## src/rtl/ulpi_consts.svh

```systemverilog
`ifndef ULPI_CONSTS_SVH
`define ULPI_CONSTS_SVH

`default_nettype none

// tx cmd codes, upper two bits of the command byte
`define ULPI_CMD_TRANSMIT 2'b01   // packet transmit, low nibble is the pid
`define ULPI_CMD_REGWRITE 2'b10   // immediate register write, low six bits address

// phy register map, immediate addresses only
`define ULPI_REG_ADDR_W 6

// bus reset detection
// se0 must be seen on this many consecutive clocks
// smaller counts are fine for short simulations
`define ULPI_BUS_RESET_CYCLES 64

// wishbone side address map
`define ULPI_STATUS_ADDR 1        // read back of latest rx cmd byte

`default_nettype wire

`endif
```

## src/rtl/link_pkg.sv

```systemverilog
`include "ulpi_consts.svh"

`default_nettype none

// link side types
package link_pkg;

  // phy register address, immediate form only
  typedef logic [`ULPI_REG_ADDR_W-1:0] reg_addr_t;

  // pid in the low nibble of a transmit cmd
  typedef logic [3:0] pid_t;

  // transmitter states
  typedef enum logic [1:0] {
    TX_IDLE,   // bus free, waiting for a job
    TX_CMD,    // tx cmd byte on the bus until nxt
    TX_DATA,   // payload bytes, one per nxt
    TX_STOP    // single stp clock, data zero
  } tx_state_t;

endpackage

`default_nettype wire

```

## src/rtl/ulpi_pkg.sv

```systemverilog
`default_nettype none

// ulpi bus encoding
package ulpi_pkg;

  // one byte on the ulpi data pins
  typedef logic [7:0] ulpi_byte_t;

  // rx cmd byte fields
  // bits 1:0, linestate of d+/d-
  typedef logic [1:0] line_state_t;   // 0 is se0, 1 is j in fs idle

  // bits 3:2, vbus comparators
  typedef logic [1:0] vbus_state_t;   // 3 is vbus valid

  // bits 5:4, receive event
  typedef logic [1:0] rx_event_t;     // 1 is rxactive

  // tx cmd code in bits 7:6
  // transmit or register write, see ulpi_consts.svh
  typedef logic [1:0] ulpi_cmd_t;

endpackage

`default_nettype wire

```

## src/rtl/ulpi_tx.sv

```systemverilog
`include "ulpi_consts.svh"

`default_nettype none

module ulpi_tx
  import ulpi_pkg::*;
  import link_pkg::*;
(
  input  logic       clock,
  input  logic       areset_n,
  input  logic       core_reset_i,
  input  logic       ulpi_dir_i,
  input  logic       ulpi_nxt_i,
  output logic       ulpi_stp_o,
  output ulpi_byte_t ulpi_data_o,
  input  logic       s_axis_tvalid_i,
  output logic       s_axis_tready_o,
  input  logic       s_axis_tlast_i,
  input  ulpi_byte_t s_axis_tdata_i,
  input  logic       reg_req_i,
  input  reg_addr_t  reg_addr_i,
  input  ulpi_byte_t reg_data_i,
  output logic       reg_done_o
);

  tx_state_t state_q;
  tx_state_t state_d;
  logic      is_reg_q;   // job in flight is a register write
  logic      start;
  logic      busy;       // cmd or payload on the bus
  pid_t      pid;
  ulpi_cmd_t cmd_code;

  assign start    = !ulpi_dir_i && (reg_req_i || s_axis_tvalid_i);  // only with bus ours
  assign busy     = (state_q == TX_CMD) || (state_q == TX_DATA);
  assign pid      = s_axis_tdata_i[3:0];  // first byte carries the pid
  assign cmd_code = is_reg_q ? `ULPI_CMD_REGWRITE : `ULPI_CMD_TRANSMIT;

  always_comb begin
    state_d = state_q;
    case (state_q)
      TX_IDLE: begin
        if (start) state_d = TX_CMD;
      end
      TX_CMD: begin
        // single byte packet has no payload phase
        if (ulpi_nxt_i) state_d = (!is_reg_q && s_axis_tlast_i) ? TX_STOP : TX_DATA;
      end
      TX_DATA: begin
        if (ulpi_nxt_i && (is_reg_q || s_axis_tlast_i)) state_d = TX_STOP;
      end
      TX_STOP: begin
        state_d = TX_IDLE;
      end
      default: begin
        state_d = TX_IDLE;
      end
    endcase
  end

  always_ff @(posedge clock or negedge areset_n) begin
    if (!areset_n) begin
      state_q  <= TX_IDLE;
      is_reg_q <= 1'b0;
    end else if (core_reset_i) begin
      state_q  <= TX_IDLE;
      is_reg_q <= 1'b0;
    end else begin
      state_q <= state_d;
      if (state_q == TX_IDLE && start) is_reg_q <= reg_req_i;  // register write wins
    end
  end

  // bus byte per state
  always_comb begin
    case (state_q)
      TX_CMD: begin
        if (is_reg_q) ulpi_data_o = {cmd_code, reg_addr_i};
        else ulpi_data_o = {cmd_code, 2'b00, pid};
      end
      TX_DATA: begin
        ulpi_data_o = is_reg_q ? reg_data_i : s_axis_tdata_i;
      end
      default: begin
        ulpi_data_o = '0;  // idle and stp clock drive zero
      end
    endcase
  end

  assign ulpi_stp_o      = (state_q == TX_STOP);
  assign s_axis_tready_o = busy && !is_reg_q && ulpi_nxt_i;  // phy back-pressure
  assign reg_done_o      = (state_q == TX_STOP) && is_reg_q;

  // stp is a single clock and only while the link owns the bus
  a_stp_pulse : assert property (
    @(posedge clock) disable iff (!areset_n)
    ulpi_stp_o |-> !ulpi_dir_i ##1 !ulpi_stp_o
  );

endmodule

`default_nettype wire

```

## config.mk

```make
export PLATFORM = sky130hd
export DESIGN_NAME = ulpi_tx
export DESIGN_NICKNAME = d
export VERILOG_FILES = /design/src/rtl/link_pkg.sv /design/src/rtl/ulpi_pkg.sv /design/src/rtl/ulpi_tx.sv
export VERILOG_INCLUDE_DIRS = /design/src /design/src/rtl
export SDC_FILE = /design/constraint.sdc
export NUM_CORES = 1
export LEC_CHECK = 0
export BUFFER_PORTS_ARGS = -buffer_cell sky130_fd_sc_hd__buf_2
export CORE_AREA = 3 3 40 42
export DETAILED_ROUTE_END_ITERATION = 12
export DIE_AREA = 0 0 43 45
export PLACE_DENSITY_LB_ADDON = 0.2
export SLEW_MARGIN = 25
export SYNTH_ARGS = -nofsm -noshare
export SYNTH_HDL_FRONTEND = slang
export SYNTH_SLANG_ARGS = --single-unit
```

## constraint.sdc

```tcl
create_clock -name clock -period 2.95 [get_ports clock]
set_input_delay 0.4425 -clock clock [delete_from_list [all_inputs] [get_ports clock]]
set_output_delay 0.4425 -clock clock [all_outputs]
set_load 0.005 [all_outputs]
```

### Word-level counts from Yosys, hierarchy flattened

Index checks and enable logic that the tools add are counted.
Widths: inputs -> output; s select.

* output and inout bits: 11
* input bits: 30
* logic and storage cells: 35
* register bits after elaboration: 3

* reductions and logical operators: 15
* mux-type cells: 12
* equal/unequal tests: 6

Operators with widths (count)
* $pmux 8 s2: 1
* $mux 2: 5
* $mux 8: 1
* $pmux 2 s4: 1
* $logic_and 1x1->1: 7
* $mux 6: 1
* $ne 3x3->1 const B: 2
* $eq 2x2->1 const B: 2
* $logic_or 1x1->1: 3
* $mux 1: 3
* $ne 3x2->1 const B: 1
* $reduce_and 3->1: 1
* $eq 2x1->1 const B: 1
* $logic_not 1->1: 2
* $logic_not 2->1: 1
* $reduce_bool 2->1: 1

### Logic depth before layout (Yosys ltp)

* depth after elaboration: 6
* depth in mapped cells: 6
* gate-level depth less buffers: 5

### Worst setup path before layout

No wires, ideal clock.

* path type: reg2out
* start: reg state_q[0]
* end: out ulpi_data_o[7]
* slack: 1.217 ns
* path buffers: 1
* cell stages (with the launch flop): 6
* data required time: 2.508 ns
* arrival time: 1.291 ns
* cells stage by stage: dfrtp_1 -> inv_1 -> ha_1 -> and3_1 -> buf_2 -> o21bai_1

* cells in the longest elaborated chain, start to end: 2
* elaborated cells on any way between the ends: 3
* classes of those cells: eq/ne (2); mux (1)

Ends and longest elaborated chain
* from (decl): RTL line ulpi_tx.sv:26 `tx_state_t state_q;`
* from (signal assigned): RTL line ulpi_tx.sv:69 `state_q <= state_d;`
* $eq 2x2->1 or $eq 2x1->1 (tied branches): RTL line ulpi_tx.sv:76 `case (state_q)`
* $pmux 8 s2 *: RTL line ulpi_tx.sv:76
* to (decl): RTL line ulpi_tx.sv:15 `output ulpi_byte_t ulpi_data_o,`

Mark *: on every way between the ends. The rest lies on a longest branch, timed or not.

### Final worst setup path

* start: reg state_q[0]
* end: out ulpi_data_o[4]

The elaborated chain is that of the path after synthesis.

==> flow_summary.yaml <==
global_routing:
  grt_usage: 0.143
  antenna_found_initial: 0
  grt_overflow: 0
  grt_use_met2: 0.260
  grt_use_met3: 0.0438
  first_global_vias: 529
  top_usage_layer: "met2"
  use_met1: 0.133
  grt_pass1_wl_um: 2050
  grt_max_degree: 17
timing:
  final-hold-violation-count: 0
  min_period_over_period: 0.745
  layout_min_cycle_time_ps: 2200
  grt_setup_unrepaired: "no"
  setup_tns_ps: 0
  relSlewSlack: 0.597
  max_freq_mhz: 455
  setup-violations-final: 0
  maxSlewViolCount: 0
  fin_skew_ps: 2.59
  worst_pin_slew_ps: 604
clocking:
  root_buffer: "clkbuf_4"
  h-tree-depth: 1
  cts_buffer_depth: 2
  cts_sinks: 3
  cts_tree: "done"
  cts_buffers: 3
  clk_pin_slew_ps: 40
  clk_latency_ps: 230
detailed_routing:
  first_iter_violations: 3
  vias: 560
  viasPerCell: 4.79
  ant_nets: 0
  wl_um: 1270
  dr.pass1.iters: 2
  wl_per_cell_um: 10.8
  drc_errors: 0
setup_path:
  critPathTopFamily: "flip-flops"
  worstSetupEndpointType: "primary output"
  crit_path_max_incr_delay_ps: 430
  start_kind: "flip-flop"
  setup.worst_path.class: "reg -> out"
  cp_max_fo: 7
  cp_slowest_cell: "dfrtp_1"
  worstPathRequired_ps: 2510
  cp.buffers_inverters: 2
  arrival_ps: 1760
  worstPathCellList: "inv_1 > ha_1 > and3_1 > nand2_1 > o21ai_1 > buf_2"
logic_synthesis:
  syn_inst: 60
  syn_nets: 95
  yosysUniqueCellTypes: 21
  synth_top_area_frac: 0.188
  synth-async-reset-ratio: 1.00
  synth_edf_count: 0
  synth_top_area_cell: "mux2i_1"
  ys_seq_elements: 3
  ys_seq_area_frac: 0.157
  ys.flop_type: "dfrtp_1"
  synthTopCellsByArea: "mux2i_1 19%, dfrtp_1 16%, ha_1 13%, nand2_1 8.6%, o21ai_1 7.3%"
  synth.most_common_cell: "nand2_1"
  synth_common_cells: "11 x nand2_1, 9 x mux2i_1, 7 x o21ai_1"
  syn_area_per_cell_um2: 7.99
  yosys_warnings: 0
  synth_area_um2: 479
place:
  routabilityCongestion: 0.841
  dp.cells: 112
  place_hpwl_um: 1060
  port_buffers: 40
flow_run:
  max_cap_viol_count: 0
floorplanning:
  die_y_um: 45
  design.die.area_mm2: 0.00194
  initial_core_util: 0.373
  core_area_mm2: 0.00128
  fp-row-count: 13
  die_w_um: 43
  boundaryPins: 41
power:
  p_leak_nw: 0.395
  powerDensity_mw_per_mm2: 556
  peakVddDrop_mv: 0.336
finish:
  final_nets: 138
  drive_above_1_share: 0.441
  syn_to_final_growth_pct: 49.1
  stdcell_count: 117
  antennaDiodeCount: 0
worst_hold_path:
  hold_path_class: "in -> reg"
status:
  run_status: "complete, no violations"
==> report_power, final <==
| group | switching (mW) | internal (mW) | leakage [nW] | total, mW |
|---|---|---|---|---|
| sequential | 0.0278 | 0.0544 | 0.0400 | 0.0822 |
| clock | 0.0207 | 0.0507 | 0.0150 | 0.0714 |
| combinational | 0.119 | 0.125 | 0.340 | 0.244 |
==> cells by family after synthesis <==
group | Yosys count | share of synthesized area
and+or+nand+nor | 23 | 0.238
AOI/OAI and AO/OA | 13 | 0.214
adders and majority gates | 5 | 0.131
buffers and inverters | 7 | 0.0731
muxes | 9 | 0.188
DFF | 3 | 0.157
==> cells in the final DEF, fill, tap and decap left out <==
| cell type | n |
|---|---|
| inv_1 | 4 |
| clkbuf_1 | 1 |
| nand3b_1 | 1 |
| o21ba_1 | 1 |
| nand2_1 | 11 |
| o21bai_1 | 2 |
| nor3_1 | 2 |
| nor2_2 | 1 |
| mux2i_1 | 9 |
| buf_2 | 40 |
| nor2_1 | 2 |
| a221oi_4 | 1 |
| dfrtp_1 | 3 |
| o31ai_1 | 1 |
| o21ai_1 | 7 |
| nor2b_1 | 3 |
| clkbuf_4 | 3 |
| dlygate4sd3_1 | 1 |
| and2_1 | 1 |
| and4b_1 | 1 |
| and3_1 | 1 |
| a32oi_1 | 1 |
| ha_1 | 5 |
==> sequential cells by signal (all words and copies together) (netlist names) <==
signal    cells
is_reg_q      1
state_q       2
==> path summary, 6_finish.rpt <==
check | slack (ps) | start | cells after the start | to
max | 750 | state_q[0]$_DFFE_PN0P_ | 6 | ulpi_data_o[4]
min | 380 | core_reset_i | 2 | is_reg_q$_DFFE_PN0P_
max reg2reg | 1350 | state_q[0]$_DFFE_PN0P_ | 5 | state_q[0]$_DFFE_PN0P_
min reg2reg | 580 | state_q[1]$_DFFE_PN0P_ | 2 | state_q[1]$_DFFE_PN0P_
max in group asynchronous | 2300 | areset_n | 2 | is_reg_q$_DFFE_PN0P_
min in group asynchronous | 540 | areset_n | 2 | state_q[0]$_DFFE_PN0P_
==> metal layers <==
metal | vias up | share of wire
li1 | 294 | -
met1 | 243 | 0.38
met4 | 0 | 0.0071
met2 | 21 | 0.51
met5 | - | 0
met3 | 2 | 0.11
==> worst reg2reg max path, stage by stage (launching register included) <==
cell and delay (ps):
dfrtp_1 430, inv_1 120, ha_1 280, o21ba_1 230
a221oi_4 230, mux2i_1 220
==> final cells by class <==
class | count | area [µm²]
fillers | 130 | 571
multi-input cells | 50 | 369
repair buffers | 41 | 210
flip-flops and latches | 3 | 75.1
clock buffers | 4 | 26.3
well taps | 15 | 18.8
inverters | 4 | 15.0
==> per-stage QoR <==
stage	worst slack (ps)	util	hold WS (ps)	total power [mW]	cell area [µm²]
floorplan	1220	-	147	0.257	479
global placement	1030	0.528	240	0.325	678
detailed placement	999	0.528	243	0.328	678
CTS	744	0.556	373	0.407	714
global route	606	0.556	373	0.442	714
finish	752	0.556	380	0.397	714
==> what timing repair did <==
action,in CTS,in global routing
setup buffers,0,0
hold endpoints to repair,3,0
hold buffers,1,0
resized for setup,0,0
Note: power is estimated with default switching activity, not from simulation.
