[src/rtl/ulpi_pkg.sv]
`default_nettype none

// ulpi bus encoding
package ulpi_pkg;

  // one byte on the ulpi data pins
  typedef logic [7:0] ulpi_byte_t;

  // rx cmd byte fields
  // bits 1:0, linestate of d+/d-
  typedef logic [1:0] line_state_t;   // 0 is se0, 1 is j in fs idle

  // bits 3:2, vbus comparators
  typedef logic [1:0] vbus_state_t;   // 3 is vbus valid

  // bits 5:4, receive event
  typedef logic [1:0] rx_event_t;     // 1 is rxactive

  // tx cmd code in bits 7:6
  // transmit or register write, see ulpi_consts.svh
  typedef logic [1:0] ulpi_cmd_t;

endpackage

`default_nettype wire

[src/rtl/ulpi_rx.sv]
`default_nettype none

module ulpi_rx
  import ulpi_pkg::*;
(
  input  logic        clock,
  input  logic        areset_n,
  input  logic        core_reset_i,
  input  logic        ulpi_dir_i,
  input  logic        ulpi_nxt_i,
  input  ulpi_byte_t  ulpi_data_i,
  output line_state_t line_state_o,
  output logic        vbus_valid_o,
  output logic        rx_active_o,
  output ulpi_byte_t  rx_cmd_o,
  output logic        m_axis_tvalid_o,
  input  logic        m_axis_tready_i,
  output logic        m_axis_tlast_o,
  output ulpi_byte_t  m_axis_tdata_o,
  output logic        rx_overflow_o
);

  logic        dir_q;        // dir one clock back
  logic        turn;         // first dir-high clock
  logic        rx_cycle;     // phy owns bus, past turnaround
  logic        cmd_in;
  logic        byte_in;
  logic        dir_fall;
  logic        push;         // held byte goes out
  ulpi_byte_t  rx_cmd_q;
  ulpi_byte_t  hold_q;       // byte waiting to learn if it is last
  logic        hold_vld_q;
  logic        out_vld_q;
  logic        out_last_q;
  ulpi_byte_t  out_data_q;
  logic        overflow_q;
  vbus_state_t vbus_state;
  rx_event_t   rx_event;

  assign turn     = ulpi_dir_i & ~dir_q;
  assign rx_cycle = ulpi_dir_i & dir_q;
  assign cmd_in   = rx_cycle & ~ulpi_nxt_i;  // rx cmd when nxt low
  assign byte_in  = rx_cycle & ulpi_nxt_i;   // packet data when nxt high
  assign dir_fall = ~ulpi_dir_i & dir_q;
  assign push     = hold_vld_q & (byte_in | dir_fall);

  // dir history and latest rx cmd byte
  always_ff @(posedge clock or negedge areset_n) begin
    if (!areset_n) begin
      dir_q    <= 1'b0;
      rx_cmd_q <= 8'h01;  // fs idle j until the phy reports
    end else begin
      dir_q <= ulpi_dir_i;
      if (cmd_in) rx_cmd_q <= ulpi_data_i;
    end
  end

  always_ff @(posedge clock or negedge areset_n) begin
    if (!areset_n) begin
      hold_vld_q <= 1'b0;
      out_vld_q  <= 1'b0;
      overflow_q <= 1'b0;
    end else if (core_reset_i) begin
      hold_vld_q <= 1'b0;
      out_vld_q  <= 1'b0;
      overflow_q <= 1'b0;
    end else begin
      hold_vld_q <= byte_in | (hold_vld_q & ~dir_fall);
      out_vld_q  <= push;  // one clock per beat, phy cannot wait
      if (out_vld_q && !m_axis_tready_i) overflow_q <= 1'b1;  // beat lost, sticky
    end
  end

  always_ff @(posedge clock) begin
    if (byte_in) hold_q <= ulpi_data_i;
    if (push) begin
      out_data_q <= hold_q;
      out_last_q <= dir_fall;  // end of turnaround closes the packet
    end
  end

  assign vbus_state = rx_cmd_q[3:2];
  assign rx_event   = rx_cmd_q[5:4];

  assign line_state_o  = rx_cmd_q[1:0];
  assign vbus_valid_o  = (vbus_state == 2'b11);
  assign rx_active_o   = (rx_event == 2'b01);
  assign rx_cmd_o      = rx_cmd_q;

  assign m_axis_tvalid_o = out_vld_q;
  assign m_axis_tlast_o  = out_last_q;
  assign m_axis_tdata_o  = out_data_q;
  assign rx_overflow_o   = overflow_q;

  // no stream beat is offered in a turnaround clock
  a_turn_no_beat : assert property (
    @(posedge clock) disable iff (!areset_n)
    turn |-> !m_axis_tvalid_o
  );

endmodule

`default_nettype wire

[config.mk]
export PLATFORM = sky130hd
export DESIGN_NAME = ulpi_rx
export DESIGN_NICKNAME = d
export VERILOG_FILES = /design/src/rtl/ulpi_pkg.sv /design/src/rtl/ulpi_rx.sv
export SDC_FILE = /design/constraint.sdc
export NUM_CORES = 1
export LEC_CHECK = 0
export BUFFER_PORTS_ARGS = -buffer_cell sky130_fd_sc_hd__buf_2
export CAP_MARGIN = 20
export CORE_MARGIN = 2
export CORE_UTILIZATION = 35
export CTS_BUF_LIST = sky130_fd_sc_hd__clkbuf_4 sky130_fd_sc_hd__clkbuf_8 sky130_fd_sc_hd__clkbuf_16
export DETAILED_ROUTE_END_ITERATION = 10
export PLACE_DENSITY = 0.6
export SLEW_MARGIN = 20
export SYNTH_ARGS = -nofsm -noshare
export SYNTH_HDL_FRONTEND = slang
export SYNTH_SLANG_ARGS = --single-unit
[constraint.sdc]
create_clock -name clock -period 1.5 [get_ports clock]
set_clock_uncertainty 0.2 [all_clocks]
set_input_delay 0.225 -clock clock [delete_from_list [all_inputs] [get_ports clock]]
set_output_delay 0.225 -clock clock [all_outputs]
set_load 0.01 [all_outputs]
## Word-level counts from Yosys, hierarchy flattened

Index checks and enable logic that the tools add are counted.

| storage, ports and cells | value |
|---|---|
| input bits | 14 |
| register bits after elaboration | 29 |

| cells by class | value |
|---|---|
| mux-type cells | 4 |
| bitwise gates (word level) | 11 |
| reductions and logical operators | 3 |
| equality and inequality tests | 2 |

Operator list:

| kind | number |
|---|---|
| 1-bit bitwise AND | 6 |
| 1-bit two-way mux | 4 |
| 1-bit NOT | 3 |
| 2-bit by 1-bit == test with 1-bit output (second input constant) | 1 |
| 2-bit == test (second input constant) | 1 |
| 1-bit OR | 2 |
| 2-bit nonzero test | 1 |
| 1-bit logical AND | 1 |
| 1-bit logical NOT | 1 |

## Logic depth before layout (Yosys ltp)

| depth | value |
|---|---|
| word-level depth | 6 |
| gate-level depth with buffers | 2 |
| gate-level depth less buffers | 2 |

## Least setup slack after synthesis

No wires, ideal clock.

| timing | value |
|---|---|
| path type | register to register |
| start point | reg dir_q |
| end point | reg out_data_q[0] (netlist: m_axis_tdata_o[0]), enable pin |
| stages on the path, launching flop included | 3 |
| period minus slack after synthesis | 1558 ps |
| slack | -58 ps |
| data required time | 922 ps |
| arrival time | 980 ps |
| library setup time | 378 ps |
| cells stage by stage | dfrtp_1 > nand2_1 > a21oi_1 |

| between the ends | value |
|---|---|
| cells in the longest elaborated chain, start to end | 4 |
| elaborated cells on any way between the ends | 5 |
| classes of those cells | 5 x bitwise |

RTL lines:

| element | RTL line | text |
|---|---|---|
| start, declared | ulpi_rx.sv:23 | `logic dir_q;` |
| start signal, assigned | ulpi_rx.sv:53 | `dir_q <= ulpi_dir_i;` |
| 1-bit bitwise AND | ulpi_rx.sv:41 | `assign rx_cycle = ulpi_dir_i & dir_q;` |
| 1-bit bitwise AND | ulpi_rx.sv:43 | `assign byte_in = rx_cycle & ulpi_nxt_i;` |
| 1-bit OR * | ulpi_rx.sv:45 | `assign push = hold_vld_q & (byte_in \| dir_fall);` |
| 1-bit bitwise AND * | ulpi_rx.sv:45 |  |
| net push | ulpi_rx.sv:29 | `logic push;` |
| end signal, assigned | ulpi_rx.sv:77 | `out_data_q <= hold_q;` |
| end, declared | ulpi_rx.sv:35 | `ulpi_byte_t out_data_q;` |

The timed path passes the listed nets; every way through them passes the cells marked *.
A chain may end at the register's enable or synchronous reset.

## Worst setup path in the final report

| timing | value |
|---|---|
| start point | in ulpi_dir_i |
| end point | reg hold_q[0], enable pin |

| between the ends | value |
|---|---|
| cells in the longest elaborated chain, start to end | 2 |

RTL lines:

| element | RTL line | text |
|---|---|---|
| start, declared | ulpi_rx.sv:9 | `input logic ulpi_dir_i,` |
| 1-bit bitwise AND | ulpi_rx.sv:41 |  |
| 1-bit bitwise AND | ulpi_rx.sv:43 |  |
| end signal, assigned | ulpi_rx.sv:75 | `if (byte_in) hold_q <= ulpi_data_i;` |
| end, declared | ulpi_rx.sv:31 | `ulpi_byte_t hold_q;` |

Every way passes these cells.

==> impl_metrics.py <==
metrics = {
    "yosys": {
        "syn_area_um2": 1010,
        "synth_top_cell_area_share": 0.505,
        "synth_compound_area_frac": 0.0223,
        "yosysUniqueCellTypes": 16,
        "synth-seq-area-share": 0.803,
        "syn-instance-count": 53,
        "yosys_warnings": 0,
        "synth_fp_nets": 67,
        "yosys_register_bits": 29,
        "synthTopCellsByArea": "edfxtp_1 50%, dfrtp_1 27%, mux2_2 8.9%, dfstp_2 2.6%, nand3b_4 2.0%",
        "synth_mux_area_frac": 0.0891,
        "synth_simple_gate_area_frac": 0.0631,
        "synth_adder_area_share": 0,
        "synth_area_leader_cell": "edfxtp_1",
        "synth-xor-area-share": 0,
        "syn_avg_cell_area_um2": 19.1,
        "synth_top_family_by_area": "multiplexers",
    },
    "timing": {
        "tightestPinTransition_ps": 276,
        "fmax_mhz": 686,
        "whs_ps": 27.4,
        "rsz0062_at_grt": "false",
        "hold_violations": 0,
        "relSlewSlack": 0.816,
        "final.setup.tns_ps": 0,
        "finalSetupViolCount": 0,
        "slew_violations": 0,
        "min_period_ps": 1460,
        "timing.final.crit_share": 0.972,
    },
    "worst_setup_path": {
        "cp_data_required_time_ps": 1300,
        "crit_arrival_ps": 1260,
        "cp-end-kind": "flip-flop",
        "crit_path_start_kind": "input pin",
        "critical_path_class": "in2reg",
        "crit_fanout": 8,
    },
    "routing": {
        "drt-total-wl_um": 1750,
        "drtPass1Iterations": 3,
        "drc": 0,
        "vias": 623,
        "wire_per_inst_um": 12.6,
        "drt-initial-drc-count": 7,
        "vias_per_cell": 4.48,
        "ant_nets": 0,
    },
    "power_and_ir_drop": {
        "cellLeakagePower_uw": 0.000620,
        "vdd_drop_max_v": 0.000778,
        "pwr_density_cell_nw_per_um2": 1150,
        "seqPwrFrac": 0.575,
        "p_sw_uw": 361,
        "switching_share": 0.222,
        "p_clk_frac": 0.287,
        "internal_power_uw": 1270,
        "comb_power_share": 0.138,
    },
    "global_routing": {
        "grt_pass1_vias": 661,
        "grt_max_degree": 13,
        "antenna_found_initial": 0,
        "grt_pass1_wl_um": 2940,
        "grt_remaining_overflow": 0,
        "grt_usage": 0.124,
    },
    "placed_design": {
        "dpl_cell_area_um2": 1230,
        "place_hpwl_um": 1240,
        "placement.io_buffers": 36,
        "gp_congestion": 0.662,
    },
    "final_layout": {
        "design_area_um2": 1410,
        "num-fill-cells": 253,
        "diodes": 0,
        "final_common_cell": "buf_2",
        "layout_common_cells": "36 x buf_2, 17 x edfxtp_1, 12 x dlygate4sd3_1",
        "drive_above_1_share": 0.546,
        "seqCellArea_um2": 812,
        "syn2layout_area_growth_pct": 39.5,
        "final_nets": 121,
        "multiInputGateArea_um2": 184,
    },
    "die": {
        "dieArea_um2": 3330,
        "io_pins": 37,
        "core-area_um2": 2760,
        "die_w_um": 57.7,
        "start_util": 0.367,
        "num_rows": 19,
        "die_h_um": 57.7,
    },
    "cts": {
        "root_buffer": "clkbuf_4",
        "cts_tree": "done",
        "h-tree-depth": 2,
        "cts_setup_buffers": 0,
        "cts_buffers": 5,
        "clock_latency_ps": 300,
        "cts_max_path_buffers": 2,
        "clkSinkCount": 29,
        "path_clk_slew_ps": 80,
    },
    "min_path": {
        "hp-class": "in2reg",
    },
    "run": {
        "cap_violations": 0,
    },
    "run_status": {
        "status": "finished, final reports clean",
    },
}
power by group through the flow:
stage	Sequential, uW	Combinational [uW]	Clock (uW)
3_3_place_gp	950	198	0
4_1_cts	936	225	491
5_1_grt	943	245	529
6_report	935	224	468
3_5_place_dp	953	203	0
2_1_floorplan	973	86.4	0
worst paths after layout:
path / start / end / slack, ps / depth (start not counted)
max: ulpi_dir_i / hold_q[0]$_DFFE_PN_ / 40 / 3
min: ulpi_nxt_i / m_axis_tvalid_o$_DFF_PN0_ / 30 / 3
max reg2reg: dir_q$_DFF_PN0_ / m_axis_tdata_o[0]$_DFFE_PP_ / 190 / 3
min reg2reg: hold_q[3]$_DFFE_PN_ / m_axis_tdata_o[3]$_DFFE_PP_ / 230 / 0
max in group asynchronous: areset_n / rx_cmd_o[0]$_DFFE_PN1P_ / 710 / 2
min in group asynchronous: areset_n / rx_cmd_o[1]$_DFFE_PN0P_ / 120 / 2
metal layers:
layer | global-route usage | vias up | share of wire
li1 | - | 302 | -
met1 | 0.132 | 291 | 0.39
met2 | 0.192 | 23 | 0.49
met3 | 0.0379 | 7 | 0.073
met4 | 0.123 | 0 | 0.045
met5 | 0 | - | 0
metrics by stage:
stage	setup slack [ps]	instances	utilization	total power, uW
global route	21.7	139	0.511	1720
finish	42.4	139	0.511	1630
CTS	27.7	139	0.510	1650
floorplan	146	53	-	1060
global placement	222	119	0.445	1150
detailed placement	185	119	0.445	1160
worst max-delay path, stage by stage:
cell	delay (ps)
dlygate4sd3_1	530
buf_2	180
and3_2	320
state kept, by name, summed over array words and instances, names as in the netlist:
register         count
hold_vld_q           1
m_axis_tvalid_o      1
rx_cmd_o             8
dir_q                1
m_axis_tlast_o       1
hold_q               8
m_axis_tdata_o       8
rx_overflow_o        1
area by class of cell:
type | count | area share
clock buffer | 8 | 0.0426
multi-input combinational | 20 | 0.130
inverter | 2 | 0.00532
timing repair buffer | 49 | 0.218
sequential | 29 | 0.576
tap | 31 | 0.0275
cell families after synthesis:
logic type | count (synthesis)
and+or+nand+nor | 8
AOI/OAI and AO/OA | 4
buffers and inverters | 4
DFF | 29
muxes | 8
synthesized netlist by cell type:
cell	instances
a21oi_1	3
and2b_2	1
nor3_1	1
dfrtp_1	11
dfstp_2	1
and3_2	1
buf_4	2
and2_1	1
nor2b_1	1
edfxtp_1	17
nand2_1	1
mux2_2	8
nand3b_4	1
nand2b_1	1
a211oi_1	1
inv_1	2
timing repair:
action | CTS | global route
endpoints found under the setup margin | 0 | 1
hold buffers | 12 | 1
endpoints found under the hold margin | 32 | 1
gates resized for setup | 0 | 1
Note: power is estimated with default switching activity, not from simulation.
