File: src/rtl/ulpi_consts.svh
`ifndef ULPI_CONSTS_SVH
`define ULPI_CONSTS_SVH

`default_nettype none

// tx cmd codes, upper two bits of the command byte
`define ULPI_CMD_TRANSMIT 2'b01   // packet transmit, low nibble is the pid
`define ULPI_CMD_REGWRITE 2'b10   // immediate register write, low six bits address

// phy register map, immediate addresses only
`define ULPI_REG_ADDR_W 6

// bus reset detection
// se0 must be seen on this many consecutive clocks
// smaller counts are fine for short simulations
`define ULPI_BUS_RESET_CYCLES 64

// wishbone side address map
`define ULPI_STATUS_ADDR 1        // read back of latest rx cmd byte

`default_nettype wire

`endif
File: src/rtl/ulpi_pkg.sv
`default_nettype none

// ulpi bus encoding
package ulpi_pkg;

  // one byte on the ulpi data pins
  typedef logic [7:0] ulpi_byte_t;

  // rx cmd byte fields
  // bits 1:0, linestate of d+/d-
  typedef logic [1:0] line_state_t;   // 0 is se0, 1 is j in fs idle

  // bits 3:2, vbus comparators
  typedef logic [1:0] vbus_state_t;   // 3 is vbus valid

  // bits 5:4, receive event
  typedef logic [1:0] rx_event_t;     // 1 is rxactive

  // tx cmd code in bits 7:6
  // transmit or register write, see ulpi_consts.svh
  typedef logic [1:0] ulpi_cmd_t;

endpackage

`default_nettype wire

File: src/rtl/ulpi_reset_gen.sv
`include "ulpi_consts.svh"

`default_nettype none

module ulpi_reset_gen
  import ulpi_pkg::*;
(
  input  logic        clock,
  input  logic        areset_n,
  input  line_state_t line_state_i,
  output logic        reset_o,
  output logic        usb_reset_o,
  output logic        core_reset_o
);

  localparam int unsigned SE0_W = $clog2(`ULPI_BUS_RESET_CYCLES + 1);
  localparam logic [SE0_W-1:0] SE0_LAST = SE0_W'(`ULPI_BUS_RESET_CYCLES - 1);
  localparam line_state_t LS_SE0 = 2'b00;

  logic [2:0]       sync_q;      // shifts in ones after release
  logic [SE0_W-1:0] se0_cnt_q;   // consecutive se0 clocks, saturates
  logic             usb_reset_q;

  // release is synchronous, assertion is not
  always_ff @(posedge clock or negedge areset_n) begin
    if (!areset_n) begin
      sync_q <= 3'b000;
    end else begin
      sync_q <= {sync_q[1:0], 1'b1};
    end
  end

  assign reset_o = ~sync_q[2];  // low from the third edge on

  always_ff @(posedge clock or negedge areset_n) begin
    if (!areset_n) begin
      se0_cnt_q   <= '0;
      usb_reset_q <= 1'b0;
    end else if (reset_o) begin
      se0_cnt_q   <= '0;
      usb_reset_q <= 1'b0;
    end else if (line_state_i == LS_SE0) begin
      if (se0_cnt_q != SE0_LAST) se0_cnt_q <= se0_cnt_q + 1'b1;
      else usb_reset_q <= 1'b1;  // nth se0 clock
    end else begin
      se0_cnt_q   <= '0;    // any other line state breaks the run
      usb_reset_q <= 1'b0;
    end
  end

  assign usb_reset_o  = usb_reset_q;
  assign core_reset_o = reset_o | usb_reset_q;

  // bus reset may only be flagged once the core is out of power-on reset
  a_no_bus_reset_in_reset : assert property (
    @(posedge clock) disable iff (!areset_n)
    $rose(usb_reset_o) |-> !reset_o
  );

endmodule

`default_nettype wire

File: config.mk
export PLATFORM = sky130hd
export DESIGN_NAME = ulpi_reset_gen
export DESIGN_NICKNAME = d
export VERILOG_FILES = /design/src/rtl/ulpi_pkg.sv /design/src/rtl/ulpi_reset_gen.sv
export VERILOG_INCLUDE_DIRS = /design/src /design/src/rtl
export SDC_FILE = /design/constraint.sdc
export NUM_CORES = 1
export LEC_CHECK = 0
export BUFFER_PORTS_ARGS = -buffer_cell sky130_fd_sc_hd__buf_2
export CORE_AREA = 2 2 39 41
export DETAILED_ROUTE_END_ITERATION = 8
export DIE_AREA = 0 0 41 43
export HOLD_SLACK_MARGIN = 0.15
export PLACE_DENSITY = 0.6
export SLEW_MARGIN = 5
export SYNTH_ARGS = -nofsm -noshare
export SYNTH_HDL_FRONTEND = slang
export SYNTH_SLANG_ARGS = --single-unit
File: constraint.sdc
create_clock -name clock -period 2.6 [get_ports clock]
set_input_delay 0.26 -clock clock [delete_from_list [all_inputs] [get_ports clock]]
set_output_delay 0.26 -clock clock [all_outputs]
set_load 0.01 [all_outputs]
# --- Word level (Yosys, flattened, before mapping) ---
# Cells that the tools add are included.
word_totals:
  output_inout_bits: 3
  regBits: 11
  in_bits: 4
classes:
  muxes: 6
  n_eq_ne: 3
  n_addsub: 1
  reduce_logical: 1
  n_bitwise: 2
op_table:
  columns: ["op", "n"]
  rows:
  - ["7-bit two-way mux", 3]
  - ["7-bit by 1-bit adder with 7-bit output, second input constant", 1]
  - ["7-bit by 6-bit inequality test with 1-bit output, second input constant", 1]
  - ["1-bit two-way mux", 3]
  - ["3-bit by 2-bit inequality test with 1-bit output, second input constant", 1]
  - ["3-bit inequality test, second input constant", 1]
  - ["2-bit logical NOT", 1]
  - ["1-bit NOT", 1]
  - ["1-bit OR", 1]

# --- Longest topological paths before layout ---
# Gate-level depths: netlist of run 1.
logic_depth:
  depth_word: 4
  ltp_mapped: 4
  depth_no_buf: 4

# --- Worst setup path after synthesis of run 1 ---
# No wires, ideal clock.
synth_timing:
  kind: "reg2reg"
  from: "reg se0_cnt_q[0]"
  to: "reg se0_cnt_q[0]"
  required_ps: 2477
  stages_incl_launch_ff: 5
  setup_ps: 123
  synth_period_minus_slack_ps: 1132
  arrival_time_ps: 1009
  slack_ps: 1468
  path_cell_list: "dfrtp_1 -> ha_1 -> and4_4 -> a21boi_0 -> nor3_1"
synth_between:
  elab_chain_cells: 4
  elab_cells_between_ends: 6
  cone_classes: "1 x add/sub; 2 x eq/ne; 3 x mux"
synth_lines:
  columns: ["item", "line_no", "source"]
  rows:
  - ["from (decl)", "ulpi_reset_gen.sv:21", "logic [SE0_W-1:0] se0_cnt_q;"]
  - ["from (signal assigned)", "ulpi_reset_gen.sv:43", "if (se0_cnt_q != SE0_LAST) se0_cnt_q <= se0_cnt_q + 1'b1;"]
  - ["7-bit by 1-bit adder with 7-bit output", "ulpi_reset_gen.sv:43", null]
  - ["7-bit two-way mux", "ulpi_reset_gen.sv:43", null]
  - ["7-bit two-way mux", "ulpi_reset_gen.sv:42", "end else if (line_state_i == LS_SE0) begin"]
  - ["7-bit two-way mux", "ulpi_reset_gen.sv:39", "end else if (reset_o) begin"]
# Several ways; a longest one is shown, not always the timed one. The select of a mux whose other input is x is not followed.
# A chain may end at the register's enable or synchronous reset.

# --- Worst setup path after layout of run 1 ---
layout_timing:
  from: "reg usb_reset_q (netlist: usb_reset_o)"
  to: "out core_reset_o"
layout_between:
  elab_chain_cells: 1
layout_lines:
  columns: ["item", "line_no", "source"]
  rows:
  - ["from (decl)", "ulpi_reset_gen.sv:22", "logic usb_reset_q;"]
  - ["from (signal assigned)", "ulpi_reset_gen.sv:38", "usb_reset_q <= 1'b0;"]
  - ["from (signal assigned)", "ulpi_reset_gen.sv:41", "usb_reset_q <= 1'b0;"]
  - ["from (signal assigned)", "ulpi_reset_gen.sv:44", "else usb_reset_q <= 1'b1;"]
  - ["1-bit OR", "ulpi_reset_gen.sv:52", "assign core_reset_o = reset_o | usb_reset_q;"]
  - ["to (decl)", "ulpi_reset_gen.sv:13", "output logic core_reset_o"]
# No other way between the ends.

==> results.sh, run 1 <==
export IMPL_clkTransAtPathRegs_ns=0.07
export IMPL_grt_pass1_wl_mm=1.50
export IMPL_path_class="reg -> out"
export IMPL_start_util_pct=35.6
export IMPL_die_h_um=43
export IMPL_viasPerCell=5.24
export IMPL_fin_setup_tns_ns=0
export IMPL_io_buffers=6
export IMPL_path_cells="or2b_1 > buf_2"
export IMPL_synth_cell_type_count=24
export IMPL_clkSinkCount=11
export IMPL_cts_htree_levels=1
export IMPL_arrival_ns=1.01
export IMPL_slowest_stage="dfrtp_1"
export IMPL_yosysTopAreaCell="dfrtp_1"
export IMPL_hold_path_class="in -> reg"
export IMPL_status="finished, final reports clean"
export IMPL_synth_warnings=0
export IMPL_row_count=14
export IMPL_crit_path_start_kind="flop"
export IMPL_clock_root_buffer="clkbuf_4"
export IMPL_clock_skew_ns=0.00311
export IMPL_via_count=377
export IMPL_fin_ws_ns=1.33
export IMPL_yosysTopAreaCellShare_pct=55.8
export IMPL_critPathMaxStageDelay_ns=0.39
export IMPL_dpl_hpwl_um=612
export IMPL_syn_to_final_growth_pct=17.8
export IMPL_die_area_um2=1760
export IMPL_grt_pass1_vias=328
export IMPL_finalMaxSlewViolations=0
export IMPL_n_antenna_cell=0
export IMPL_finalCritPeriodShare_pct=48.9
export IMPL_grtUsageTotal_pct=13.6
export IMPL_antenna_found_initial=0
export IMPL_io_pins=7
export IMPL_synth_seq_cells=11
export IMPL_core_area_um2=1380
export IMPL_min_period_ns=1.27
export IMPL_synth_nets=50
export IMPL_pwr_density_cell_nw_per_um2=526
export IMPL_cap_violations=0
export IMPL_drc=0
export IMPL_cp_max_fo=3
export IMPL_cts_tree="built"
export IMPL_setup_viol=0
export IMPL_grt_max_degree=12
export IMPL_ant_nets=0
export IMPL_drt_iter0_drc=15
export IMPL_drt_pass1_iter_count=4
export IMPL_power_total_uw=306
export IMPL_fmax_ghz=0.786
export IMPL_synthTopCellsByArea="dfrtp_1 (56%), a21oi_1 (5.1%), o21ai_0 (3.0%)"
export IMPL_grt_overflow=0
export IMPL_yosysSeqAreaShare_pct=55.8
export IMPL_post_route_util_pct=42.0
export IMPL_synthesis_instances=45
export IMPL_endpoint_kind="primary output"
export IMPL_synthesis_area_um2=493
export IMPL_cts_buffers=3
export IMPL_nNetsFinal=62
export IMPL_max_vdd_ir_drop_uv=319
export IMPL_ctsLongestPathBuffers=2
export IMPL_wl_per_cell_um=11.5
export IMPL_drive_gt1_share_pct=23.2
export IMPL_p_leak_uw=0.000263
export IMPL_hold_violations=0
export IMPL_routed_wl_um=825
export IMPL_pre_cts_slack_ns=1.36
export IMPL_worstSkewPairLatency_ns=0.27
export IMPL_ctsResizeCount=0
export IMPL_worstPathRequired_ns=2.34
export IMPL_rsz0062_at_grt="no"
export IMPL_die_x_um=41
export IMPL_gp_congestion=0.813
export IMPL_avgSynthCellArea_um2=11.0
## path summary, 6_finish.rpt
kind	endpoint	from	cells after the start	slack (ns)
setup / recovery	core_reset_o	usb_reset_o$_DFFE_PN0P_	2	1.33
hold / removal	se0_cnt_q[6]$_DFFE_PN0P_	line_state_i[0]	4	0.28
setup reg to reg	se0_cnt_q[5]$_DFFE_PN0P_	se0_cnt_q[0]$_DFFE_PN0P_	4	1.35
hold reg to reg	sync_q[2]$_DFF_PN0_	sync_q[1]$_DFF_PN0_	0	0.35
max in group asynchronous	se0_cnt_q[2]$_DFFE_PN0P_	areset_n	2	2.03
min in group asynchronous	sync_q[0]$_DFF_PN0_	areset_n	2	0.37
## flip-flops by register name (all words and copies together) (netlist names)
name / cells
se0_cnt_q: 7
sync_q: 3
usb_reset_o: 1
## report_power, final
group          internal (uW)  leakage (uW)  total, uW  switching, uW
sequential               174      0.000146        176           1.51
combinational           6.39     0.0000990       14.5           8.09
clock                   57.0     0.0000177        116           58.6
total                    237      0.000263        306           68.2
## cells by family after synthesis
group                    synth area share (%)
AND/OR/NAND/NOR                          24.1
AO/OA/AOI/OAI                            16.0
flip-flops                               55.8
buffers and inverters                   0.761
adder cells (fa/ha/maj)                  2.54
other                                   0.761
## cell type report
| type | instances | area [um^2] |
|---|---|---|
| Sequential cell | 11 | 275 |
| Multi-Input combinational cell | 33 | 214 |
| Inverter | 1 | 3.75 |
| Clock buffer | 3 | 22.5 |
| Tap cell | 16 | 20.0 |
| Timing Repair Buffer | 7 | 40.0 |
| Clock inverter | 1 | 5.00 |
| Fill cell | 137 | 803 |
## cells in the final DEF (no fill, tap or decap), drive strengths merged, types with 2 or more instances in the layout
cell    instances
clkbuf          3
nand4           2
dfrtp          11
nor3b           2
nand2           3
buf             6
nor3            2
a21oi           5
a31oi           2
o21ai           3
## routing by layer
metal  vias up  share of wire (%)  wire (um)  GRT usage (%)
li1        187                  -          -              -
met1       177                 49        402           20.7
met2         9                 42        348           14.4
met3         4                3.4         28           1.57
met4         0                5.6         46           16.0
met5         -                  0          0              0
## what timing repair did
| action | in CTS | in global routing |
|---|---|---|
| hold endpoints to repair | 11 | 0 |
| setup buffers | 0 | 0 |
| hold buffers | 1 | 0 |
## synth_stat cells
| library cell | instances |
|---|---|
| a21oi_1 | 5 |
| or2b_1 | 1 |
| ha_1 | 1 |
| dfrtp_1 | 11 |
| inv_1 | 1 |
| nor3b_1 | 1 |
| nor3b_2 | 1 |
| nor3_1 | 2 |
| a21boi_0 | 1 |
| and3_1 | 1 |
| and2_1 | 1 |
| and4_4 | 1 |
| nor2_1 | 1 |
| nand4_1 | 2 |
| o2111a_1 | 1 |
| a211oi_1 | 1 |
| nand2b_1 | 1 |
| a31oi_1 | 2 |
| conb_1 | 1 |
| or3_4 | 1 |
| and2b_1 | 1 |
| nand2_1 | 3 |
| nand3_1 | 1 |
| o21ai_0 | 3 |
## worst max-delay path: cells and delay by family (launching register included)
family,cells,cell delay (ns)
buf+inv,1,0.13
flops,1,0.39
simple gates,1,0.22
## stage by stage
step | cell area [um^2] | instances | hold WS (ns)
after floorplan | 493 | 45 | -0.0356
after global placement | 543 | 67 | 0.139
after detailed placement | 543 | 67 | 0.138
after CTS | 581 | 72 | 0.277
after global routing | 581 | 72 | 0.303
final | 581 | 72 | 0.282
Note: power is estimated with default switching activity, not from simulation.
==> run 2: changes to the inputs <==
- clock period: 2.6 -> 1.3 ns (I/O delays scaled with it)
==> run 2 against run 1 <==
  * Combinational power up 140%
  * Critical endpoint is now se0_cnt_q[0]$_DFFE_PN0P_
  * First-iteration DRC count fell by 27%
  * Sequential cell count unchanged
  * Worst hold slack got worse by 0.019 ns
  * Sequential share of layout area shrank 2.1 points
  * Sequential power increased by 99%
  * Global-route usage up 0.37 points
  * Non-clock buffer count up 2
==> results.sh, run 2 (synthesis results as in run 1) <==
export IMPL_status="finished, final reports clean"
export IMPL_drc=0
export IMPL_cp_startpoint="line_state_i[1]"
export IMPL_die_x_um=41
export IMPL_grtUsageTotal_pct=14.0
export IMPL_worstPathRequired_ns=1.49
export IMPL_fillCellCount=126
export IMPL_cts_setup_buffers=0
export IMPL_path_delay_family="buffers and inverters"
export IMPL_cts_buffers=3
export IMPL_switching_power_uw=140
export IMPL_fin_setup_tns_ns=0
export IMPL_pwr_density_cell_nw_per_um2=1030
export IMPL_r2r_cells=4
export IMPL_dpl_hpwl_um=651
export IMPL_min_period_ns=1.22
export IMPL_max_vdd_ir_drop_uv=503
export IMPL_io_pins=7
export IMPL_rsz0062_at_grt="no"
export IMPL_viasPerCell=5.35
export IMPL_row_count=14
export IMPL_setup_viol=0
export IMPL_critPathMaxStageDelay_ns=0.53
export IMPL_worstSkewPairLatency_ns=0.27
export IMPL_largest_reg_flops=7
export IMPL_grt_max_degree=12
export IMPL_clock_skew_ns=0.000568
export IMPL_multi_input_area_um2=221
export IMPL_worst_r2r_endpoint="se0_cnt_q[5]$_DFFE_PN0P_"
export IMPL_grt_pass1_vias=371
export IMPL_seqPwrFrac_pct=56.2
export IMPL_ant_nets=0
export IMPL_wl_per_cell_um=12.4
export IMPL_die_area_um2=1760
export IMPL_critPathCapture="se0_cnt_q[0]$_DFFE_PN0P_"
export IMPL_hold_violations=0
export IMPL_finalCritPeriodShare_pct=93.7
export IMPL_fin_cells=74
export IMPL_core_area_um2=1380
export IMPL_grt_pass1_wl_mm=1.58
export IMPL_r2r_setup_slack_ns=0.08
export IMPL_arrival_ns=1.41
export IMPL_cp_num_buf_inv=2
export IMPL_final_cell_mix="dfrtp_1 (11), buf_2 (6), a21oi_1 (5)"
export IMPL_cts_tree="built"
export IMPL_routed_wl_um=915
export IMPL_path_class="in -> reg"
export IMPL_clock_root_buffer="clkbuf_4"
export IMPL_post_route_util_pct=43.9
export IMPL_drt_iter0_drc=11
export IMPL_p_leak_uw=0.000269
export IMPL_nNetsFinal=64
export IMPL_path_cells="dlygate4sd3_1 > buf_2 > or3_4 > nor3_1"
export IMPL_drt_pass1_iter_count=4
export IMPL_drive_gt1_share_pct=24.1
export IMPL_gp_congestion=0.812
export IMPL_clkSinkCount=11
export IMPL_slowest_stage="dlygate4sd3_1"
export IMPL_start_util_pct=35.6
export IMPL_io_buffers=6
export IMPL_n_antenna_cell=0
export IMPL_cp_max_fo=5
export IMPL_syn_to_final_growth_pct=23.1
export IMPL_rr_startpoint="se0_cnt_q[0]$_DFFE_PN0P_"
export IMPL_crit_path_start_kind="primary input"
export IMPL_hold_path_class="in -> async"
export IMPL_die_h_um=43
export IMPL_endpoint_kind="flop"
export IMPL_grt_overflow=0
export IMPL_ctsLongestPathBuffers=2
export IMPL_cts_htree_levels=1
export IMPL_final_area_um2=607
export IMPL_place_inst=67
export IMPL_place_area_um2=543
export IMPL_largest_register="se0_cnt_q"
export IMPL_via_count=396
export IMPL_finalMaxSlewViolations=0
export IMPL_fin_hold_ws_ns=0.262
export IMPL_final_common_cell="dfrtp_1"
export IMPL_pwr_share_clk_pct=38.1
export IMPL_fmax_ghz=0.821
export IMPL_cap_violations=0
export IMPL_p_int_uw=485
export IMPL_path_depth=4
export IMPL_p_comb_share_pct=5.7
export IMPL_antenna_found_initial=0
export IMPL_regArea_um2=275
export IMPL_clkTransAtPathRegs_ns=0.07
export IMPL_swShare_pct=22.4
==> run 2: cell types whose count changed in the layout (fill, tap and decap cells not counted), sizes merged <==
cell	before	now
clkbuf	3	4
clkinv	1	0
dlygate4sd3	1	3
==> run 2: worst min-delay path by stage <==
stage	from	to	slack [ns]
2_1_floorplan	areset_n	se0_cnt_q[0]$_DFFE_PN0P_	-0.17
3_3_place_gp	areset_n	sync_q[1]$_DFF_PN0_	0.009
3_5_place_dp	areset_n	sync_q[0]$_DFF_PN0_	0.01
4_1_cts	line_state_i[1]	se0_cnt_q[6]$_DFFE_PN0P_	0.15
5_1_grt	areset_n	se0_cnt_q[0]$_DFFE_PN0P_	0.31
6_report	areset_n	sync_q[0]$_DFF_PN0_	0.26
==> run 2: repair_timing <==
action / 4_1_cts / 5_1_grt
hold buffers: 2 / 1
endpoints found under the setup margin: 0 / 4
gates resized for setup: 0 / 3
endpoints found under the hold margin: 12 / 1
==> run 2: power by group through the flow <==
stage | Sequential, uW | Clock (uW) | Combinational [uW]
3_3_place_gp | 358 | 0 | 27.5
6_report | 351 | 238 | 35.4
4_1_cts | 351 | 242 | 32.6
3_5_place_dp | 358 | 0 | 27.7
2_1_floorplan | 357 | 0 | 11.6
5_1_grt | 352 | 255 | 41.0
==> run 2: cell type report <==
cell class / instances / share of cell area (%)
Inverter: 1 / 0.619
Sequential cell: 11 / 45.4
Timing Repair Buffer: 9 / 9.90
Tap cell: 16 / 3.30
Multi-Input combinational cell: 33 / 36.5
Clock buffer: 4 / 4.33
==> run 2: through the flow <==
| step | setup slack [ns] | total power (uW) |
|---|---|---|
| floorplan | 0.168 | 369 |
| global placement | 0.110 | 385 |
| detailed placement | 0.0846 | 386 |
| CTS | 0.0341 | 626 |
| global route | 0.00362 | 648 |
| finish | 0.0818 | 625 |
==> run 2: layer usage <==
metal / track usage [%] / vias up / routed length (um)
met5: 0 / - / 0
met4: 12.0 / 0 / 36
met3: 3.14 / 6 / 24
met2: 18.1 / 8 / 419
met1: 18.8 / 190 / 435
li1: - / 192 / -
